--- config.mk ---
export PLATFORM = sky130hd
export DESIGN_NAME = cout_capture_top
export DESIGN_NICKNAME = d
export VERILOG_FILES = /design/src/hdl/cout_pkg.sv /design/src/hdl/cout_axil_regs.sv /design/src/hdl/cout_capture_top.sv /design/src/hdl/cout_parallelizer.sv /design/src/hdl/cout_sync_delay.sv /design/src/hdl/cout_word_fifo.sv
export SDC_FILE = /design/constraint.sdc
export NUM_CORES = 1
export LEC_CHECK = 0
export BUFFER_PORTS_ARGS = -buffer_cell sky130_fd_sc_hd__buf_2
export CAP_MARGIN = 0
export CORE_UTILIZATION = 37
export CTS_CLUSTER_DIAMETER = 200
export DETAILED_ROUTE_END_ITERATION = 7
export HOLD_SLACK_MARGIN = 0.15
export PLACE_DENSITY_LB_ADDON = 0.2
export REMOVE_ABC_BUFFERS = 1
export SETUP_SLACK_MARGIN = 0.1
export SYNTH_ARGS = -nofsm -noshare
export SYNTH_HDL_FRONTEND = slang
export SYNTH_HIERARCHICAL = 1
export SYNTH_SLANG_ARGS = --single-unit
--- constraint.sdc ---
create_clock -name sysclk_i -period 6.3 [get_ports sysclk_i]
set_clock_uncertainty 0.1 [all_clocks]
set_input_delay 1.26 -clock sysclk_i [delete_from_list [all_inputs] [get_ports sysclk_i]]
set_output_delay 1.26 -clock sysclk_i [all_outputs]
set_load 0.02 [all_outputs]
--- src/hdl/cout_pkg.sv ---
package cout_pkg;

    // stream timing
    localparam int SYNC_PERIOD      = 16;
    localparam int SYNC_HALF        = 8;
    localparam int NIBBLES_PER_WORD = 8;

    // word buffer
    localparam int FIFO_DEPTH = 4;
    localparam int FIFO_AW    = 2;

    // register byte addresses
    localparam logic [3:0] REG_CTRL   = 4'd0;
    localparam logic [3:0] REG_STATUS = 4'd4;
    localparam logic [3:0] REG_DATA   = 4'd8;

    // axi response codes
    localparam logic [1:0] RESP_OKAY   = 2'd0;
    localparam logic [1:0] RESP_SLVERR = 2'd2;

    typedef logic [3:0] cout_nibble_t;

    // newest nibble sits in bits 31:28
    typedef logic [31:0] cout_word_t;

    typedef struct packed {
        logic       capture_en;
        logic       check_en;
        logic [3:0] offset;
    } cout_ctrl_t;

    // one-cycle event pulses
    typedef struct packed {
        logic biterr;
        logic overflow;
    } cout_flags_t;

    typedef struct packed {
        logic [3:0]  awaddr;
        logic        awvalid;
        logic [31:0] wdata;
        logic [3:0]  wstrb;
        logic        wvalid;
        logic        bready;
    } axil_wr_req_t;

    typedef struct packed {
        logic       awready;
        logic       wready;
        logic [1:0] bresp;
        logic       bvalid;
    } axil_wr_rsp_t;

    typedef struct packed {
        logic [3:0] araddr;
        logic       arvalid;
        logic       rready;
    } axil_rd_req_t;

    typedef struct packed {
        logic        arready;
        logic [31:0] rdata;
        logic [1:0]  rresp;
        logic        rvalid;
    } axil_rd_rsp_t;

endpackage

--- src/hdl/cout_axil_regs.sv ---
`timescale 1ns/1ps

module cout_axil_regs (
    input  logic                   sysclk_i,
    input  logic                   rst_n_i,
    input  cout_pkg::axil_wr_req_t wr_req_i,
    output cout_pkg::axil_wr_rsp_t wr_rsp_o,
    input  cout_pkg::axil_rd_req_t rd_req_i,
    output cout_pkg::axil_rd_rsp_t rd_rsp_o,
    output cout_pkg::cout_ctrl_t   ctrl_o,
    input  cout_pkg::cout_flags_t  flags_i,
    input  cout_pkg::cout_word_t   fifo_rdata_i,
    input  logic                   fifo_empty_i,
    output logic                   pop_o
);
    import cout_pkg::*;

    // write channel state
    logic       aw_ready_q;
    logic       b_valid_q;
    logic [1:0] b_resp_q;
    logic       wr_accept;
    logic       wr_hs;
    logic       wr_mapped;
    logic       wr_byte0;

    // read channel state
    logic        ar_ready_q;
    logic        r_valid_q;
    logic [1:0]  r_resp_q;
    logic [31:0] r_data_q;
    logic        rd_accept;
    logic        rd_hs;
    logic        rd_mapped;
    logic [31:0] rd_value;

    // register contents
    cout_ctrl_t ctrl_q;
    logic       ovf_q;
    logic       biterr_q;
    logic       clr_ovf;
    logic       clr_biterr;

    // take a write only with both address and data, one at a time
    assign wr_accept = wr_req_i.awvalid && wr_req_i.wvalid && !aw_ready_q && !b_valid_q;
    assign wr_hs     = aw_ready_q && wr_req_i.awvalid && wr_req_i.wvalid;
    assign wr_mapped = (wr_req_i.awaddr == REG_CTRL) || (wr_req_i.awaddr == REG_STATUS);
    assign wr_byte0  = wr_hs && wr_req_i.wstrb[0];

    // status clears are write-one
    assign clr_ovf    = wr_byte0 && (wr_req_i.awaddr == REG_STATUS) && wr_req_i.wdata[1];
    assign clr_biterr = wr_byte0 && (wr_req_i.awaddr == REG_STATUS) && wr_req_i.wdata[2];

    always_ff @(posedge sysclk_i or negedge rst_n_i) begin
        if (!rst_n_i) begin
            aw_ready_q <= 1'b0;
            b_valid_q  <= 1'b0;
        end else begin
            aw_ready_q <= wr_accept;
            if (wr_hs) begin
                b_valid_q <= 1'b1;
            end else if (wr_req_i.bready) begin
                b_valid_q <= 1'b0;
            end
        end
    end

    always_ff @(posedge sysclk_i) begin
        if (wr_hs) begin
            b_resp_q <= wr_mapped ? RESP_OKAY : RESP_SLVERR;
        end
    end

    // all control fields live in byte 0
    always_ff @(posedge sysclk_i or negedge rst_n_i) begin
        if (!rst_n_i) begin
            ctrl_q <= '0;
        end else if (wr_byte0 && (wr_req_i.awaddr == REG_CTRL)) begin
            ctrl_q.capture_en <= wr_req_i.wdata[0];
            ctrl_q.check_en   <= wr_req_i.wdata[1];
            ctrl_q.offset     <= wr_req_i.wdata[7:4];
        end
    end

    // a new event in the same clock beats the clear
    always_ff @(posedge sysclk_i or negedge rst_n_i) begin
        if (!rst_n_i) begin
            ovf_q    <= 1'b0;
            biterr_q <= 1'b0;
        end else begin
            ovf_q    <= flags_i.overflow || (ovf_q && !clr_ovf);
            biterr_q <= flags_i.biterr || (biterr_q && !clr_biterr);
        end
    end

    assign rd_accept = rd_req_i.arvalid && !ar_ready_q && !r_valid_q;
    assign rd_hs     = ar_ready_q && rd_req_i.arvalid;

    // read mux, sampled in the handshake clock
    always_comb begin
        rd_mapped = 1'b1;
        rd_value  = '0;
        case (rd_req_i.araddr)
            REG_CTRL: begin
                rd_value[0]   = ctrl_q.capture_en;
                rd_value[1]   = ctrl_q.check_en;
                rd_value[7:4] = ctrl_q.offset;
            end
            REG_STATUS: begin
                rd_value[0] = !fifo_empty_i;
                rd_value[1] = ovf_q;
                rd_value[2] = biterr_q;
            end
            REG_DATA: begin
                rd_value = fifo_empty_i ? '0 : fifo_rdata_i;
            end
            default: begin
                rd_mapped = 1'b0;
            end
        endcase
    end

    // head is latched into rdata on the same edge that pops it
    assign pop_o = rd_hs && (rd_req_i.araddr == REG_DATA);

    always_ff @(posedge sysclk_i or negedge rst_n_i) begin
        if (!rst_n_i) begin
            ar_ready_q <= 1'b0;
            r_valid_q  <= 1'b0;
        end else begin
            ar_ready_q <= rd_accept;
            if (rd_hs) begin
                r_valid_q <= 1'b1;
            end else if (rd_req_i.rready) begin
                r_valid_q <= 1'b0;
            end
        end
    end

    // held until the master takes the response
    always_ff @(posedge sysclk_i) begin
        if (rd_hs) begin
            r_data_q <= rd_value;
            r_resp_q <= rd_mapped ? RESP_OKAY : RESP_SLVERR;
        end
    end

    assign wr_rsp_o.awready = aw_ready_q;
    assign wr_rsp_o.wready  = aw_ready_q;
    assign wr_rsp_o.bresp   = b_resp_q;
    assign wr_rsp_o.bvalid  = b_valid_q;

    assign rd_rsp_o.arready = ar_ready_q;
    assign rd_rsp_o.rdata   = r_data_q;
    assign rd_rsp_o.rresp   = r_resp_q;
    assign rd_rsp_o.rvalid  = r_valid_q;

    assign ctrl_o = ctrl_q;

endmodule

--- src/hdl/cout_capture_top.sv ---
`timescale 1ns/1ps

module cout_capture_top (
    input  logic                   sysclk_i,
    input  logic                   rst_n_i,
    input  logic                   sync_i,
    input  cout_pkg::cout_nibble_t cout_i,
    input  cout_pkg::axil_wr_req_t axil_wr_req_i,
    output cout_pkg::axil_wr_rsp_t axil_wr_rsp_o,
    input  cout_pkg::axil_rd_req_t axil_rd_req_i,
    output cout_pkg::axil_rd_rsp_t axil_rd_rsp_o,
    output logic                   biterr_o
);
    import cout_pkg::*;

    cout_ctrl_t  ctrl;
    cout_flags_t flags;
    cout_word_t  push_word;
    cout_word_t  head_word;
    logic        push;
    logic        pop;
    logic        fifo_full;
    logic        fifo_empty;

    // producer, sync alignment lives inside
    cout_parallelizer u_parallelizer (
        .sysclk_i    (sysclk_i),
        .rst_n_i     (rst_n_i),
        .sync_i      (sync_i),
        .cout_i      (cout_i),
        .ctrl_i      (ctrl),
        .fifo_full_i (fifo_full),
        .push_o      (push),
        .word_o      (push_word),
        .flags_o     (flags)
    );

    cout_word_fifo u_word_fifo (
        .sysclk_i (sysclk_i),
        .rst_n_i  (rst_n_i),
        .push_i   (push),
        .pop_i    (pop),
        .wdata_i  (push_word),
        .rdata_o  (head_word),
        .full_o   (fifo_full),
        .empty_o  (fifo_empty)
    );

    // software side
    cout_axil_regs u_axil_regs (
        .sysclk_i     (sysclk_i),
        .rst_n_i      (rst_n_i),
        .wr_req_i     (axil_wr_req_i),
        .wr_rsp_o     (axil_wr_rsp_o),
        .rd_req_i     (axil_rd_req_i),
        .rd_rsp_o     (axil_rd_rsp_o),
        .ctrl_o       (ctrl),
        .flags_i      (flags),
        .fifo_rdata_i (head_word),
        .fifo_empty_i (fifo_empty),
        .pop_o        (pop)
    );

    assign biterr_o = flags.biterr;

endmodule

--- src/hdl/cout_parallelizer.sv ---
`timescale 1ns/1ps

module cout_parallelizer (
    input  logic                  sysclk_i,
    input  logic                  rst_n_i,
    input  logic                  sync_i,
    input  cout_pkg::cout_nibble_t cout_i,
    input  cout_pkg::cout_ctrl_t  ctrl_i,
    input  logic                  fifo_full_i,
    output logic                  push_o,
    output cout_pkg::cout_word_t  word_o,
    output cout_pkg::cout_flags_t flags_o
);
    import cout_pkg::*;

    logic sync_delayed;
    logic sync_half;
    logic capture_pt;

    // the last eight nibbles, entry 0 is the oldest
    // upper seven fill out the word, entry 0 is the repeat reference
    cout_nibble_t [NIBBLES_PER_WORD-1:0] hist_q;

    cout_word_t word_now;
    logic       nibble_mismatch;

    cout_sync_delay u_sync_delay (
        .sysclk_i       (sysclk_i),
        .rst_n_i        (rst_n_i),
        .sync_i         (sync_i),
        .offset_i       (ctrl_i.offset),
        .sync_delayed_o (sync_delayed),
        .sync_half_o    (sync_half)
    );

    assign capture_pt = sync_delayed || sync_half;

    // live nibble on top, then t-1 down to t-7
    assign word_now = {cout_i, hist_q[NIBBLES_PER_WORD-1:1]};

    // stream repeats every eight nibbles
    assign nibble_mismatch = (cout_i != hist_q[0]);

    always_ff @(posedge sysclk_i or negedge rst_n_i) begin
        if (!rst_n_i) begin
            hist_q <= '0;
        end else begin
            hist_q <= {cout_i, hist_q[NIBBLES_PER_WORD-1:1]};
        end
    end

    // word register, only meaningful alongside push_o
    always_ff @(posedge sysclk_i) begin
        if (capture_pt) begin
            word_o <= word_now;
        end
    end

    // push or drop the captured word one clock after the capture point
    always_ff @(posedge sysclk_i or negedge rst_n_i) begin
        if (!rst_n_i) begin
            push_o           <= 1'b0;
            flags_o.overflow <= 1'b0;
        end else begin
            push_o           <= capture_pt && ctrl_i.capture_en && !fifo_full_i;
            flags_o.overflow <= capture_pt && ctrl_i.capture_en && fifo_full_i;
        end
    end

    // checked on every clock, not just at capture points
    always_ff @(posedge sysclk_i or negedge rst_n_i) begin
        if (!rst_n_i) begin
            flags_o.biterr <= 1'b0;
        end else begin
            flags_o.biterr <= ctrl_i.check_en && nibble_mismatch;
        end
    end

endmodule

--- src/hdl/cout_sync_delay.sv ---
`timescale 1ns/1ps

module cout_sync_delay (
    input  logic       sysclk_i,
    input  logic       rst_n_i,
    input  logic       sync_i,
    input  logic [3:0] offset_i,
    output logic       sync_delayed_o,
    output logic       sync_half_o
);
    import cout_pkg::*;

    // past sync samples, bit j is sync_i from j+1 clocks ago
    logic [SYNC_PERIOD-2:0] sync_sr;

    // tap j is sync_i delayed by j clocks, tap 0 is the live input
    logic [SYNC_PERIOD-1:0] sync_taps;

    // fixed half-period line behind the delayed sync
    logic [SYNC_HALF-1:0]   half_sr;

    assign sync_taps = {sync_sr, sync_i};

    always_ff @(posedge sysclk_i or negedge rst_n_i) begin
        if (!rst_n_i) begin
            sync_sr <= '0;
        end else begin
            sync_sr <= sync_taps[SYNC_PERIOD-2:0];
        end
    end

    // output register adds the one clock on top of the tap
    always_ff @(posedge sysclk_i or negedge rst_n_i) begin
        if (!rst_n_i) begin
            sync_delayed_o <= 1'b0;
        end else begin
            sync_delayed_o <= sync_taps[offset_i];
        end
    end

    always_ff @(posedge sysclk_i or negedge rst_n_i) begin
        if (!rst_n_i) begin
            half_sr <= '0;
        end else begin
            half_sr <= {half_sr[SYNC_HALF-2:0], sync_delayed_o};
        end
    end

    // SYNC_HALF clocks after the delayed sync
    assign sync_half_o = half_sr[SYNC_HALF-1];

endmodule

--- src/hdl/cout_word_fifo.sv ---
`timescale 1ns/1ps

module cout_word_fifo (
    input  logic                 sysclk_i,
    input  logic                 rst_n_i,
    input  logic                 push_i,
    input  logic                 pop_i,
    input  cout_pkg::cout_word_t wdata_i,
    output cout_pkg::cout_word_t rdata_o,
    output logic                 full_o,
    output logic                 empty_o
);
    import cout_pkg::*;

    cout_word_t mem [FIFO_DEPTH];

    logic [FIFO_AW-1:0] wr_ptr;
    logic [FIFO_AW-1:0] rd_ptr;
    logic [FIFO_AW:0]   count;

    logic do_push;
    logic do_pop;

    assign full_o  = (count == (FIFO_AW + 1)'(FIFO_DEPTH));
    assign empty_o = (count == '0);

    // ignore push when full and pop when empty
    assign do_push = push_i && !full_o;
    assign do_pop  = pop_i && !empty_o;

    // head word, visible without a clock
    assign rdata_o = mem[rd_ptr];

    always_ff @(posedge sysclk_i) begin
        if (do_push) begin
            mem[wr_ptr] <= wdata_i;
        end
    end

    // pointers wrap on their own since depth is a power of two
    always_ff @(posedge sysclk_i or negedge rst_n_i) begin
        if (!rst_n_i) begin
            wr_ptr <= '0;
            rd_ptr <= '0;
        end else begin
            if (do_push) begin
                wr_ptr <= wr_ptr + 1'b1;
            end
            if (do_pop) begin
                rd_ptr <= rd_ptr + 1'b1;
            end
        end
    end

    always_ff @(posedge sysclk_i or negedge rst_n_i) begin
        if (!rst_n_i) begin
            count <= '0;
        end else begin
            case ({do_push, do_pop})
                2'b10:   count <= count + 1'b1;
                2'b01:   count <= count - 1'b1;
                default: count <= count;
            endcase
        end
    end

endmodule

# After elaboration in Yosys (flattened, before gate mapping)
# Memories as Yosys holds them, arrays and structs flattened.
# Index checks and enable logic that the tools add are counted.
[op_classes]
n_mux = 16
magnitude_cmp = 1
n_eq_ne = 7
reduce_logical = 42
add_sub_neg = 4
bitwise_logic = 1
[ops]
columns = ["op", "n"]
rows = [
  ["1-bit logical AND", 22],
  ["4-bit by 3-bit equality test with 1-bit output (second input constant)", 2],
  ["1-bit logical NOT", 8],
  ["4-bit logical NOT", 2],
  ["1-bit two-way mux", 8],
  ["8-bit two-way mux", 1],
  ["4-bit one-hot mux with 2 select lines", 1],
  ["2-bit one-hot mux with 3 select lines", 1],
  ["3-bit one-hot mux with 2 select lines", 1],
  ["2-bit nonzero test", 3],
  ["4-bit by 5-bit less-than comparator with 1-bit output (second input constant)", 1],
  ["2-bit by 1-bit adder with 2-bit output (second input constant)", 2],
  ["1-bit binary-select mux with 4-bit select", 1],
  ["4-bit equality test (second input constant)", 1],
  ["1-bit logical OR", 4],
  ["2-bit two-way mux", 2],
  ["4-bit != test", 1],
  ["3-bit by 1-bit adder with 3-bit output (second input constant)", 1],
  ["3-bit equality test (second input constant)", 1],
  ["3-bit logical NOT", 1],
  ["3-bit OR reduction", 1],
  ["3-bit by 1-bit subtractor with 3-bit output (second input constant)", 1],
  ["2-bit by 1-bit equality test with 1-bit output (second input constant)", 1],
  ["2-bit equality test (second input constant)", 1],
  ["3 further kinds", 3],
]
[word_totals]
memories = 1
in_bits = 56
out_inout_bits = 42
mem_bits_rw = 128
regBits = 146
[mem_list]
columns = ["memory", "depth", "word_bits", "rd", "rd_ports_with_merged_regs", "write_ports", "line", "text"]
rows = [
  ["u_word_fifo.mem", 4, 32, 1, 0, 1, "cout_word_fifo.sv:15", "cout_word_t mem [FIFO_DEPTH];"],
]

# Depth between registers and ports, before layout
# Gate-level depths: netlist of the first run.
[logic_depth]
word_depth = 8
mapped_depth = 10
ltp_nobuf = 10

# By module
# Netlist of the first run, hierarchy kept.
[modules_own_cells]
columns = ["mod", "area_per_inst_um2", "seq_area_each_um2", "cells_each", "n_inst"]
rows = [
  ["cout_word_fifo", 5091.1, 4018.9, 205, 1],
  ["cout_axil_regs", 1924.3, 1321.3, 139, 1],
  ["cout_parallelizer", 1904.3, 1836.8, 76, 1],
  ["cout_sync_delay", 735.7, 600.6, 31, 1],
]

# Least setup slack after synthesis of the first run
# Ideal clock, no wire load.
[synth_path]
path_type = "input -> register"
startpoint = "in axil_rd_req_i[1] (netlist name)"
endpoint = "reg u_word_fifo.count[2]"
t_required_ns = 6.121
path_stages = 10
setup_slack_ns = 2.630
arrival_ns = 3.491
path_buffers = 0
setup_ns = 0.079
cell_sequence = "and2_1 nand2_1 nor2_1 o31a_1 ha_1 inv_1 fa_1 xor2_1 nor2_1 xor2_1"
[synth_between]
elab_chain_cells = 5
elab_cells_between_ends = 7
[synth_rtl]
columns = ["element", "line", "text"]
rows = [
  ["start, declared", "cout_capture_top.sv:10", "input cout_pkg::axil_rd_req_t axil_rd_req_i,"],
  ["1-bit logical AND *", "cout_axil_regs.sv:97", "assign rd_hs = ar_ready_q && rd_req_i.arvalid;"],
  ["1-bit logical AND *", "cout_axil_regs.sv:124", "assign pop_o = rd_hs && (rd_req_i.araddr == REG_DATA);"],
  ["net pop", "cout_capture_top.sv:21", "logic pop;"],
  ["1-bit logical AND *", "cout_word_fifo.sv:29", "assign do_pop = pop_i && !empty_o;"],
  ["net u_word_fifo.do_pop", "cout_word_fifo.sv:22", "logic do_pop;"],
  ["2-bit by 1-bit equality test with 1-bit output or 2-bit equality test (tied branches)", "cout_word_fifo.sv:59", "case ({do_push, do_pop})"],
  ["3-bit one-hot mux with 2 select lines or 2-bit nonzero test (tied branches)", "n/a", ""],
  ["end signal, assigned", "cout_word_fifo.sv:60", "2'b10: count <= count + 1'b1;"],
  ["end signal, assigned", "cout_word_fifo.sv:61", "2'b01: count <= count - 1'b1;"],
  ["end signal, assigned", "cout_word_fifo.sv:62", "default: count <= count;"],
  ["end, declared", "cout_word_fifo.sv:19", "logic [FIFO_AW:0] count;"],
]
# Mark *: on every way through the listed nets, which the timed path passes. The rest lies on a longest branch.
# A chain may end at the register's enable or synchronous reset.

# Worst setup path in the final report of the first run
[layout_path]
startpoint = "in axil_rd_req_i[1] (netlist name)"
endpoint = "reg u_word_fifo.count[2]"
[layout_between]
elab_chain_cells = 5
elab_cells_between_ends = 7
[layout_rtl]
columns = ["element", "line", "text"]
rows = [
  ["1-bit logical AND *", "cout_axil_regs.sv:97", ""],
  ["net u_axil_regs.rd_hs", "cout_axil_regs.sv:33", "logic rd_hs;"],
  ["1-bit logical AND *", "cout_axil_regs.sv:124", ""],
  ["net pop", "cout_capture_top.sv:21", ""],
  ["1-bit logical AND *", "cout_word_fifo.sv:29", ""],
  ["net u_word_fifo.do_pop", "cout_word_fifo.sv:22", ""],
  ["2-bit by 1-bit equality test with 1-bit output or 2-bit equality test (tied branches)", "cout_word_fifo.sv:59", ""],
  ["3-bit one-hot mux with 2 select lines or 2-bit nonzero test (tied branches)", "n/a", ""],
]
# Marked as above.

==> impl_metrics.sql, run 1 <==
INSERT INTO impl_metrics (metric_group, metric, value, unit) VALUES
('status', 'outcome', 'completed', ''),
('finish', 'num_antenna_cells', '0', ''),
('finish', 'drive_gt1_share', '29.4', '%'),
('sta', 'post-route-period-util', '47.9', '%'),
('place', 'place.detailed.instances', '837', ''),
('hold_path', 'timing.hold.worst.start', 'u_parallelizer/u_sync_delay/half_sr[6]', ''),
('synth', 'synthCells', '451', ''),
('clocking', 'cts_htree_levels', '1', ''),
('clocking', 'cts_tree', 'built', ''),
('sta', 'fmax', '332', 'MHz'),
('critical_path', 'path_max_fanout', '35', ''),
('die', 'ios', '98', ''),
('die', 'placementRows', '58', ''),
('critical_path', 'crit_path_end_kind', 'register', ''),
('clocking', 'post-cts-setup-buffer-count', '0', ''),
('sta', 'setup-tns-final', '0', 'ns'),
('place', 'dpl-instance-area', '0.0103', 'mm^2'),
('synth', 'post_synth.cell_area_avg', '21.4', 'um^2'),
('pwr', 'power.density_cell_area', '368', 'mW/mm^2'),
('pwr', 'power.share.combinational', '8.0', '%'),
('die', 'core_area', '0.0254', 'mm^2'),
('critical_path', 'critical_path_required', '6.66', 'ns'),
('clocking', 'postCtsHoldBufs', '0', ''),
('synth', 'yosys_top_cell_area_share', '60.3', '%'),
('critical_path', 'r2r_start', 'u_axil_regs/ar_ready_q', ''),
('die', 'dieArea', '0.0267', 'mm^2'),
('finish', 'layout.cells.most_common_list', 'edfxtp_1, dfrtp_1, buf_2, clkbuf_16, and2_1', ''),
('hold_path', 'timing.hold.worst_endpoint', 'u_parallelizer/u_sync_delay/half_sr[7]', ''),
('die', 'chipHeight', '164', 'um'),
('clocking', 'worst_setup_hold_path_clk_slew', '0.06', 'ns'),
('flow_run', 'maxCapViolations', '0', ''),
('critical_path', 'worstPathArrival', '3.38', 'ns'),
('hold_path', 'min_path_cells', '0', ''),
('global_routing', 'overflow', '0', ''),
('synth', 'yosys.area_share.simple', '4.56', '%'),
('drt', 'detail_route.iter0.violations', '213', ''),
('global_routing', 'antenna_found_initial', '0', ''),
('place', 'detailed_place_hpwl', '8960', 'um'),
('pwr', 'internal_pwr_total', '0.00327', 'W'),
('drt', 'vias_per_cell', '4.65', ''),
('hold_path', 'hold_class', 'register to register', ''),
('sta', 'fin_crit', '3.02', 'ns'),
('synth', 'synthXorXnorAreaFrac', '0.907', '%'),
('drt', 'wl_per_cell', '17.8', 'um'),
('finish', 'areaGrowthSynthToFinish', '17.4', '%'),
('sta', 'worst_slew_pin_slew', '1.08', 'ns'),
('critical_path', 'regToRegSetupSlack', '3.70', 'ns'),
('pwr', 'overall_power_of_the_completed_layout', '0.00417', 'W'),
('critical_path', 'startpoint_type', 'input port', ''),
('clocking', 'clock_sink_count', '272', ''),
('clocking', 'cts-resized-gates', '0', ''),
('finish', 'fill_cell_total_of_the_finished_layout', '2169', ''),
('place', 'port_buffers', '67', ''),
('pwr', 'leakagePower', '4.17', 'nW'),
('sta', 'grt_setup_unrepaired', 'false', ''),
('synth', 'synth_top_flop_cell', 'edfxtp_1', ''),
('clocking', 'numCtsBuffers', '29', ''),
('critical_path', 'critPathKind', 'input port to register', ''),
('drt', 'drt.antenna.violating_nets', '0', ''),
('synth', 'synth_seq_cells', '272', ''),
('sta', 'setup_viol_count_final', '0', ''),
('pwr', 'power.share.sequential', '50.0', '%'),
('synth', 'synthMuxAreaShare', '10.0', '%'),
('pwr', 'vdd_drop_max', '0.172', 'mV'),
('synth', 'synth.distinct_cells', '42', ''),
('finish', 'final_net_count', '600', ''),
('finish', 'final_cell_area', '0.0113', 'mm^2'),
('finish', 'area.sequential', '0.00778', 'mm^2'),
('die', 'initial_utilization', '38.0', '%'),
('sta', 'timing.slew.headroom', '28.2', '%'),
('synth', 'synth.yosys.seq_area_share', '80.5', '%');
## power groups by stage
stage	Combinational [W]	Sequential, W	Clock, W
2_1_floorplan	0.000195	0.00215	0
3_3_place_gp	0.000341	0.00212	0
4_1_cts	0.000346	0.00209	0.00180
5_1_grt	0.000369	0.00210	0.00187
3_5_place_dp	0.000346	0.00213	0
6_report	0.000333	0.00209	0.00175
## synth_stat cells, drive strengths merged (2+ instances only)
| master | count |
|---|---|
| a21o | 3 |
| a21oi | 7 |
| and2 | 30 |
| and3 | 2 |
| buf | 14 |
| clkbuf | 4 |
| dfrtp | 78 |
| edfxtp | 194 |
| ha | 5 |
| inv | 8 |
| mux2 | 7 |
| mux2i | 5 |
| mux4 | 36 |
| nand2 | 6 |
| nor2 | 12 |
| nor2b | 8 |
| nor3 | 4 |
| nor3b | 4 |
| nor4 | 2 |
| or3 | 2 |
| xnor2 | 3 |
| xor2 | 7 |
## how the worst max path moves through the flow
stage	cells past startpoint	to	slack, ns	startpoint
global placement	12	u_word_fifo/count[2]	2.75	axil_rd_req_i[1]
CTS	12	u_word_fifo/count[2]	3.28	axil_rd_req_i[1]
global route	12	u_word_fifo/count[2]	3.10	axil_rd_req_i[1]
floorplan	10	u_word_fifo/count[2]	2.63	axil_rd_req_i[1]
finish	12	u_word_fifo/count[2]	3.28	axil_rd_req_i[1]
detailed placement	12	u_word_fifo/count[2]	2.69	axil_rd_req_i[1]
## state kept, by name, summed over array words and instances, names as in the netlist, 2 cells and up
name and flops:
u_parallelizer/u_sync_delay/sync_sr 15, u_parallelizer/u_sync_delay/half_sr 8, u_word_fifo/wr_ptr 2, u_axil_regs/ctrl_o 6, u_parallelizer/word_o 32, u_axil_regs/r_data_q 32, u_word_fifo/rd_ptr 2, u_word_fifo/mem 128
u_word_fifo/count 3, u_parallelizer/flags_o 2, u_parallelizer/hist_q 32
## layout make-up
type,count,share of cell area [%]
clock buffer,47,8.16
sequential,272,68.7
inverter,8,0.265
multi-input combinational,154,15.0
tap,330,3.64
clock inverter,7,0.917
timing repair buffer,73,3.38
## cell families (layout without fill, tap and decap cells)
family	Yosys count	in the layout
muxes	48	48
DFF	272	272
and+or+nand+nor	72	72
AOI/OAI and AO/OA	16	16
buffers and inverters	26	135
other	1	2
xor gates and xnor gates	10	10
adders and majority gates	6	6
## through the flow
step | setup slack, ns | util, %
floorplan | 2.63 | -
global placement | 2.75 | 40.6
detailed placement | 2.69 | 40.6
CTS | 3.28 | 44.6
global route | 3.10 | 44.6
finish | 3.28 | 44.6
## layer usage
layer  wire [um]  share of wire [%]  up-vias  track usage (%)
li1            -                  -     1912                -
met1        6830                 43     2129             15.8
met2        8070                 51       78             21.5
met3         668                4.2       27             2.21
met4         291                1.8        0             3.91
met5           0                  0        -                0
## worst max-delay path, cell delays in order
cell	delay, ns
buf_2	0.08
and2_2	0.12
buf_4	0.42
nand2_1	0.10
nor2_1	0.12
o31a_1	0.21
ha_1	0.20
inv_1	0.06
fa_1	0.37
xor2_1	0.15
nor2_1	0.11
xor2_1	0.16
Power figures use the tool's default switching activity.
==> run 2, diff against run 1 <==
Settings changed: ABC_AREA from default to 1.
Clock period 6.3 ns to 3.1 ns, I/O delays scaled along.
==> impl_metrics.sql, run 2 <==
INSERT INTO impl_metrics (metric_group, metric, value, unit) VALUES
('status', 'outcome', 'completed', ''),
('sta', 'timing.slew.headroom', '31.8', '%'),
('critical_path', 'path_max_fanout', '7', ''),
('sta', 'fin_worst_hold_slack', '0.164', 'ns'),
('die', 'placementRows', '61', ''),
('critical_path', 'largest_stage_delay_on_the_critical_path', '0.39', 'ns'),
('place', 'place_congestion', '0.727', ''),
('global_routing', 'first_global_vias', '5282', ''),
('finish', 'fill_cell_total_of_the_finished_layout', '2616', ''),
('critical_path', 'crit_path_end_kind', 'register', ''),
('synth', 'synth_commonest_cells', 'edfxtp_1, nand2_1, inv_1', ''),
('clocking', 'worstSkewPairLatency', '0.54', 'ns'),
('die', 'chipWidth', '170', 'um'),
('finish', 'most_common_cell_after_layout_fill_and_taps_aside', 'edfxtp_1', ''),
('synth', 'synthesis.yosys.warnings', '6', ''),
('global_routing', 'grt_max_degree', '83', ''),
('die', 'core_area', '0.0278', 'mm^2'),
('sta', 'fin_crit', '2.08', 'ns'),
('pwr', 'vdd_drop_max', '0.359', 'mV'),
('die', 'ios', '98', ''),
('finish', 'registers.top_by_ff_count', 'u_word_fifo/mem', ''),
('clocking', 'clock_sink_count', '272', ''),
('synth', 'synth_enable_flop_cells', '194', ''),
('sta', 'post_route_setup_slack', '1.02', 'ns'),
('synth', 'post_synth.cell_area_avg', '13.1', 'um^2'),
('drt', 'vias', '5498', ''),
('critical_path', 'r2r_start', 'u_word_fifo/count[0]', ''),
('synth', 'synth.yosys.seq_area_share', '74.6', '%'),
('place', 'detailedPlace.worstSlack', '0.532', 'ns'),
('sta', 'timing.final.max_slew_violations', '0', ''),
('sta', 'grt_setup_unrepaired', 'false', ''),
('clocking', 'post-cts-setup-buffer-count', '0', ''),
('finish', 'layout.cells.most_common_list', 'edfxtp_1, nand2_1, inv_1, dfrtp_1, buf_2', ''),
('sta', 'setup-tns-final', '0', 'ns'),
('clocking', 'numCtsBuffers', '28', ''),
('critical_path', 'worstPathBufferInverterCount', '2', ''),
('die', 'initial_utilization', '37.6', '%'),
('drt', 'routed_wl', '18100', 'um'),
('global_routing', 'overflow', '0', ''),
('clocking', 'cts_tree', 'built', ''),
('synth', 'synth_top_flop_cell', 'edfxtp_1', ''),
('pwr', 'power.density_cell_area', '709', 'mW/mm^2'),
('critical_path', 'worstPathArrival', '2.41', 'ns'),
('finish', 'max_ffs_per_register', '128', ''),
('critical_path', 'critPathKind', 'register to register', ''),
('clocking', 'cts_root_buf', 'clkbuf_16', ''),
('pwr', 'overall_power_of_the_completed_layout', '0.00859', 'W'),
('synth', 'synth.distinct_cells', '29', ''),
('drt', 'vias_per_cell', '4.30', ''),
('clocking', 'worst_setup_hold_path_clk_slew', '0.06', 'ns'),
('sta', 'post-route-period-util', '67.0', '%'),
('synth', 'netlist_area', '0.0104', 'mm^2'),
('synth', 'yosysMostFrequentCell', 'edfxtp_1', ''),
('synth', 'yosys_top_cell_area_share', '55.8', '%'),
('place', 'detailed_place_hpwl', '10000', 'um'),
('die', 'dieArea', '0.0289', 'mm^2'),
('clocking', 'cts_htree_levels', '1', ''),
('clocking', 'maximum_number_of_buffers_from_clock_root_to_sink', '3', ''),
('critical_path', 'crit_family', 'simple AND/OR/NAND/NOR gates', ''),
('synth', 'netlist_top_cells_area', 'edfxtp_1, dfrtp_1, nand2_1, inv_1, o211ai_1', ''),
('die', 'chipHeight', '170', 'um'),
('sta', 'setup_viol_count_final', '0', ''),
('synth', 'synth_seq_cells', '272', ''),
('synth', 'synthCells', '796', ''),
('finish', 'areaGrowthSynthToFinish', '16.1', '%'),
('critical_path', 'rr_endpoint', 'u_word_fifo/count[2]', ''),
('drt', 'wl_per_cell', '14.2', 'um'),
('critical_path', 'regToRegSetupSlack', '1.02', 'ns'),
('global_routing', 'wire_length_of_the_first_global_routing_pass', '28800', 'um'),
('synth', 'synth-async-reset-ratio', '28.7', '%'),
('clocking', 'cts-resized-gates', '0', ''),
('flow_run', 'maxCapViolations', '0', ''),
('critical_path', 'cp_num_cells', '10', ''),
('finish', 'fin_cells', '1278', ''),
('sta', 'number_of_endpoints_with_negative_hold_slack_in_the_final_report', '0', ''),
('finish', 'final_net_count', '941', ''),
('critical_path', 'crit_chain', 'inv_1 > nand3_1 > nand2_1 > ha_1 > inv_1 > fa_1 > nand2_1 > nand3_1 > nand2_1 > nand2_1', ''),
('pwr', 'leakagePower', '5.17', 'nW'),
('critical_path', 'critical_path_required', '3.43', 'ns'),
('hold_path', 'hold_class', 'input port to asynchronous set/reset pin', ''),
('place', 'place.detailed.instances', '1221', ''),
('sta', 'worst_slew_pin_slew', '1.02', 'ns'),
('critical_path', 'reg2regPathDepth', '10', ''),
('global_routing', 'groute.usage.overall', '13.1', '%'),
('clocking', 'postCtsHoldBufs', '6', ''),
('place', 'port_buffers', '67', ''),
('critical_path', 'startpoint_type', 'register', ''),
('finish', 'num_antenna_cells', '0', ''),
('critical_path', 'crit_slowest_cell', 'dfrtp_1', ''),
('finish', 'drive_gt1_share', '18.3', '%'),
('drt', 'drt.antenna.violating_nets', '0', ''),
('critical_path', 'crit_top_cell', 'nand2_1', ''),
('sta', 'fmax', '481', 'MHz'),
('drt', 'detail_route.iter0.violations', '311', ''),
('synth', 'yosys.area.top_type', 'edfxtp_1', ''),
('drt', 'drt_first_pass_iters', '4', ''),
('drt', 'detail_route.drc_violations', '0', ''),
('global_routing', 'antenna_found_initial', '0', '');
-- run 2: layout make-up --
class / count / area (um^2) / share of cell area [%]
clock buffers: 36 / 771 / 6.36
clock inverters: 15 / 196 / 1.62
inverters: 146 / 557 / 4.60
multi-input cells: 348 / 1840 / 15.2
flip-flops and latches: 272 / 7780 / 64.2
well taps: 378 / 473 / 3.91
repair buffers: 83 / 498 / 4.11
-- run 2: worst register-to-register path, delay by kind of cell (launching register included) --
family                     cells  cell delay [ns]
and+or+nand+nor                6             0.70
buffers and inverters          2             0.19
DFF                            1             0.39
adders and majority gates      2             0.60
-- run 2: worst max-delay path by stage --
stage	slack, ns	from	endpoint
after CTS	1.0	u_word_fifo/count[0]	u_axil_regs/r_data_q[26]
after floorplan	0.52	u_word_fifo/count[0]	u_word_fifo/mem[0][0]
final	1.02	u_word_fifo/count[0]	u_word_fifo/count[2]
after detailed placement	0.53	axil_rd_req_i[3]	u_word_fifo/count[2]
after global routing	0.78	u_word_fifo/count[0]	u_axil_regs/r_data_q[26]
after global placement	0.55	axil_rd_req_i[3]	u_word_fifo/count[2]
-- run 2: report_power, final --
part	internal, W	leakage, nW	switching, W	total, W
Sequential	0.00409	2.74	0.0000955	0.00419
Clock	0.00209	0.470	0.00136	0.00345
Combinational	0.000289	1.96	0.000662	0.000950
Total	0.00647	5.17	0.00212	0.00859
-- run 2: per-stage QoR --
stage,instance area (um^2),utilization (%)
floorplan,10200,-
finish,12100,43.6
CTS,12100,43.6
detailed placement,11100,39.9
global route,12100,43.6
global placement,11100,39.9
-- run 2: cell families after synthesis --
family,count (synthesis),synth area share (%)
AOI/OAI and AO/OA,74,5.09
other,1,0.0359
DFF,272,74.6
adders and majority gates,6,0.792
buffers and inverters,177,7.96
xor gates and xnor gates,1,0.0840
and+or+nand+nor,265,11.5
-- run 2: routing by layer --
layer  GRT usage (%)  routed length, um  vias to the layer above
li1                -                  -                     2789
met1            17.7               8420                     2605
met2            21.7               8650                       72
met3            2.56                707                       32
met4            3.56                306                        0
met5               0                  0                        -
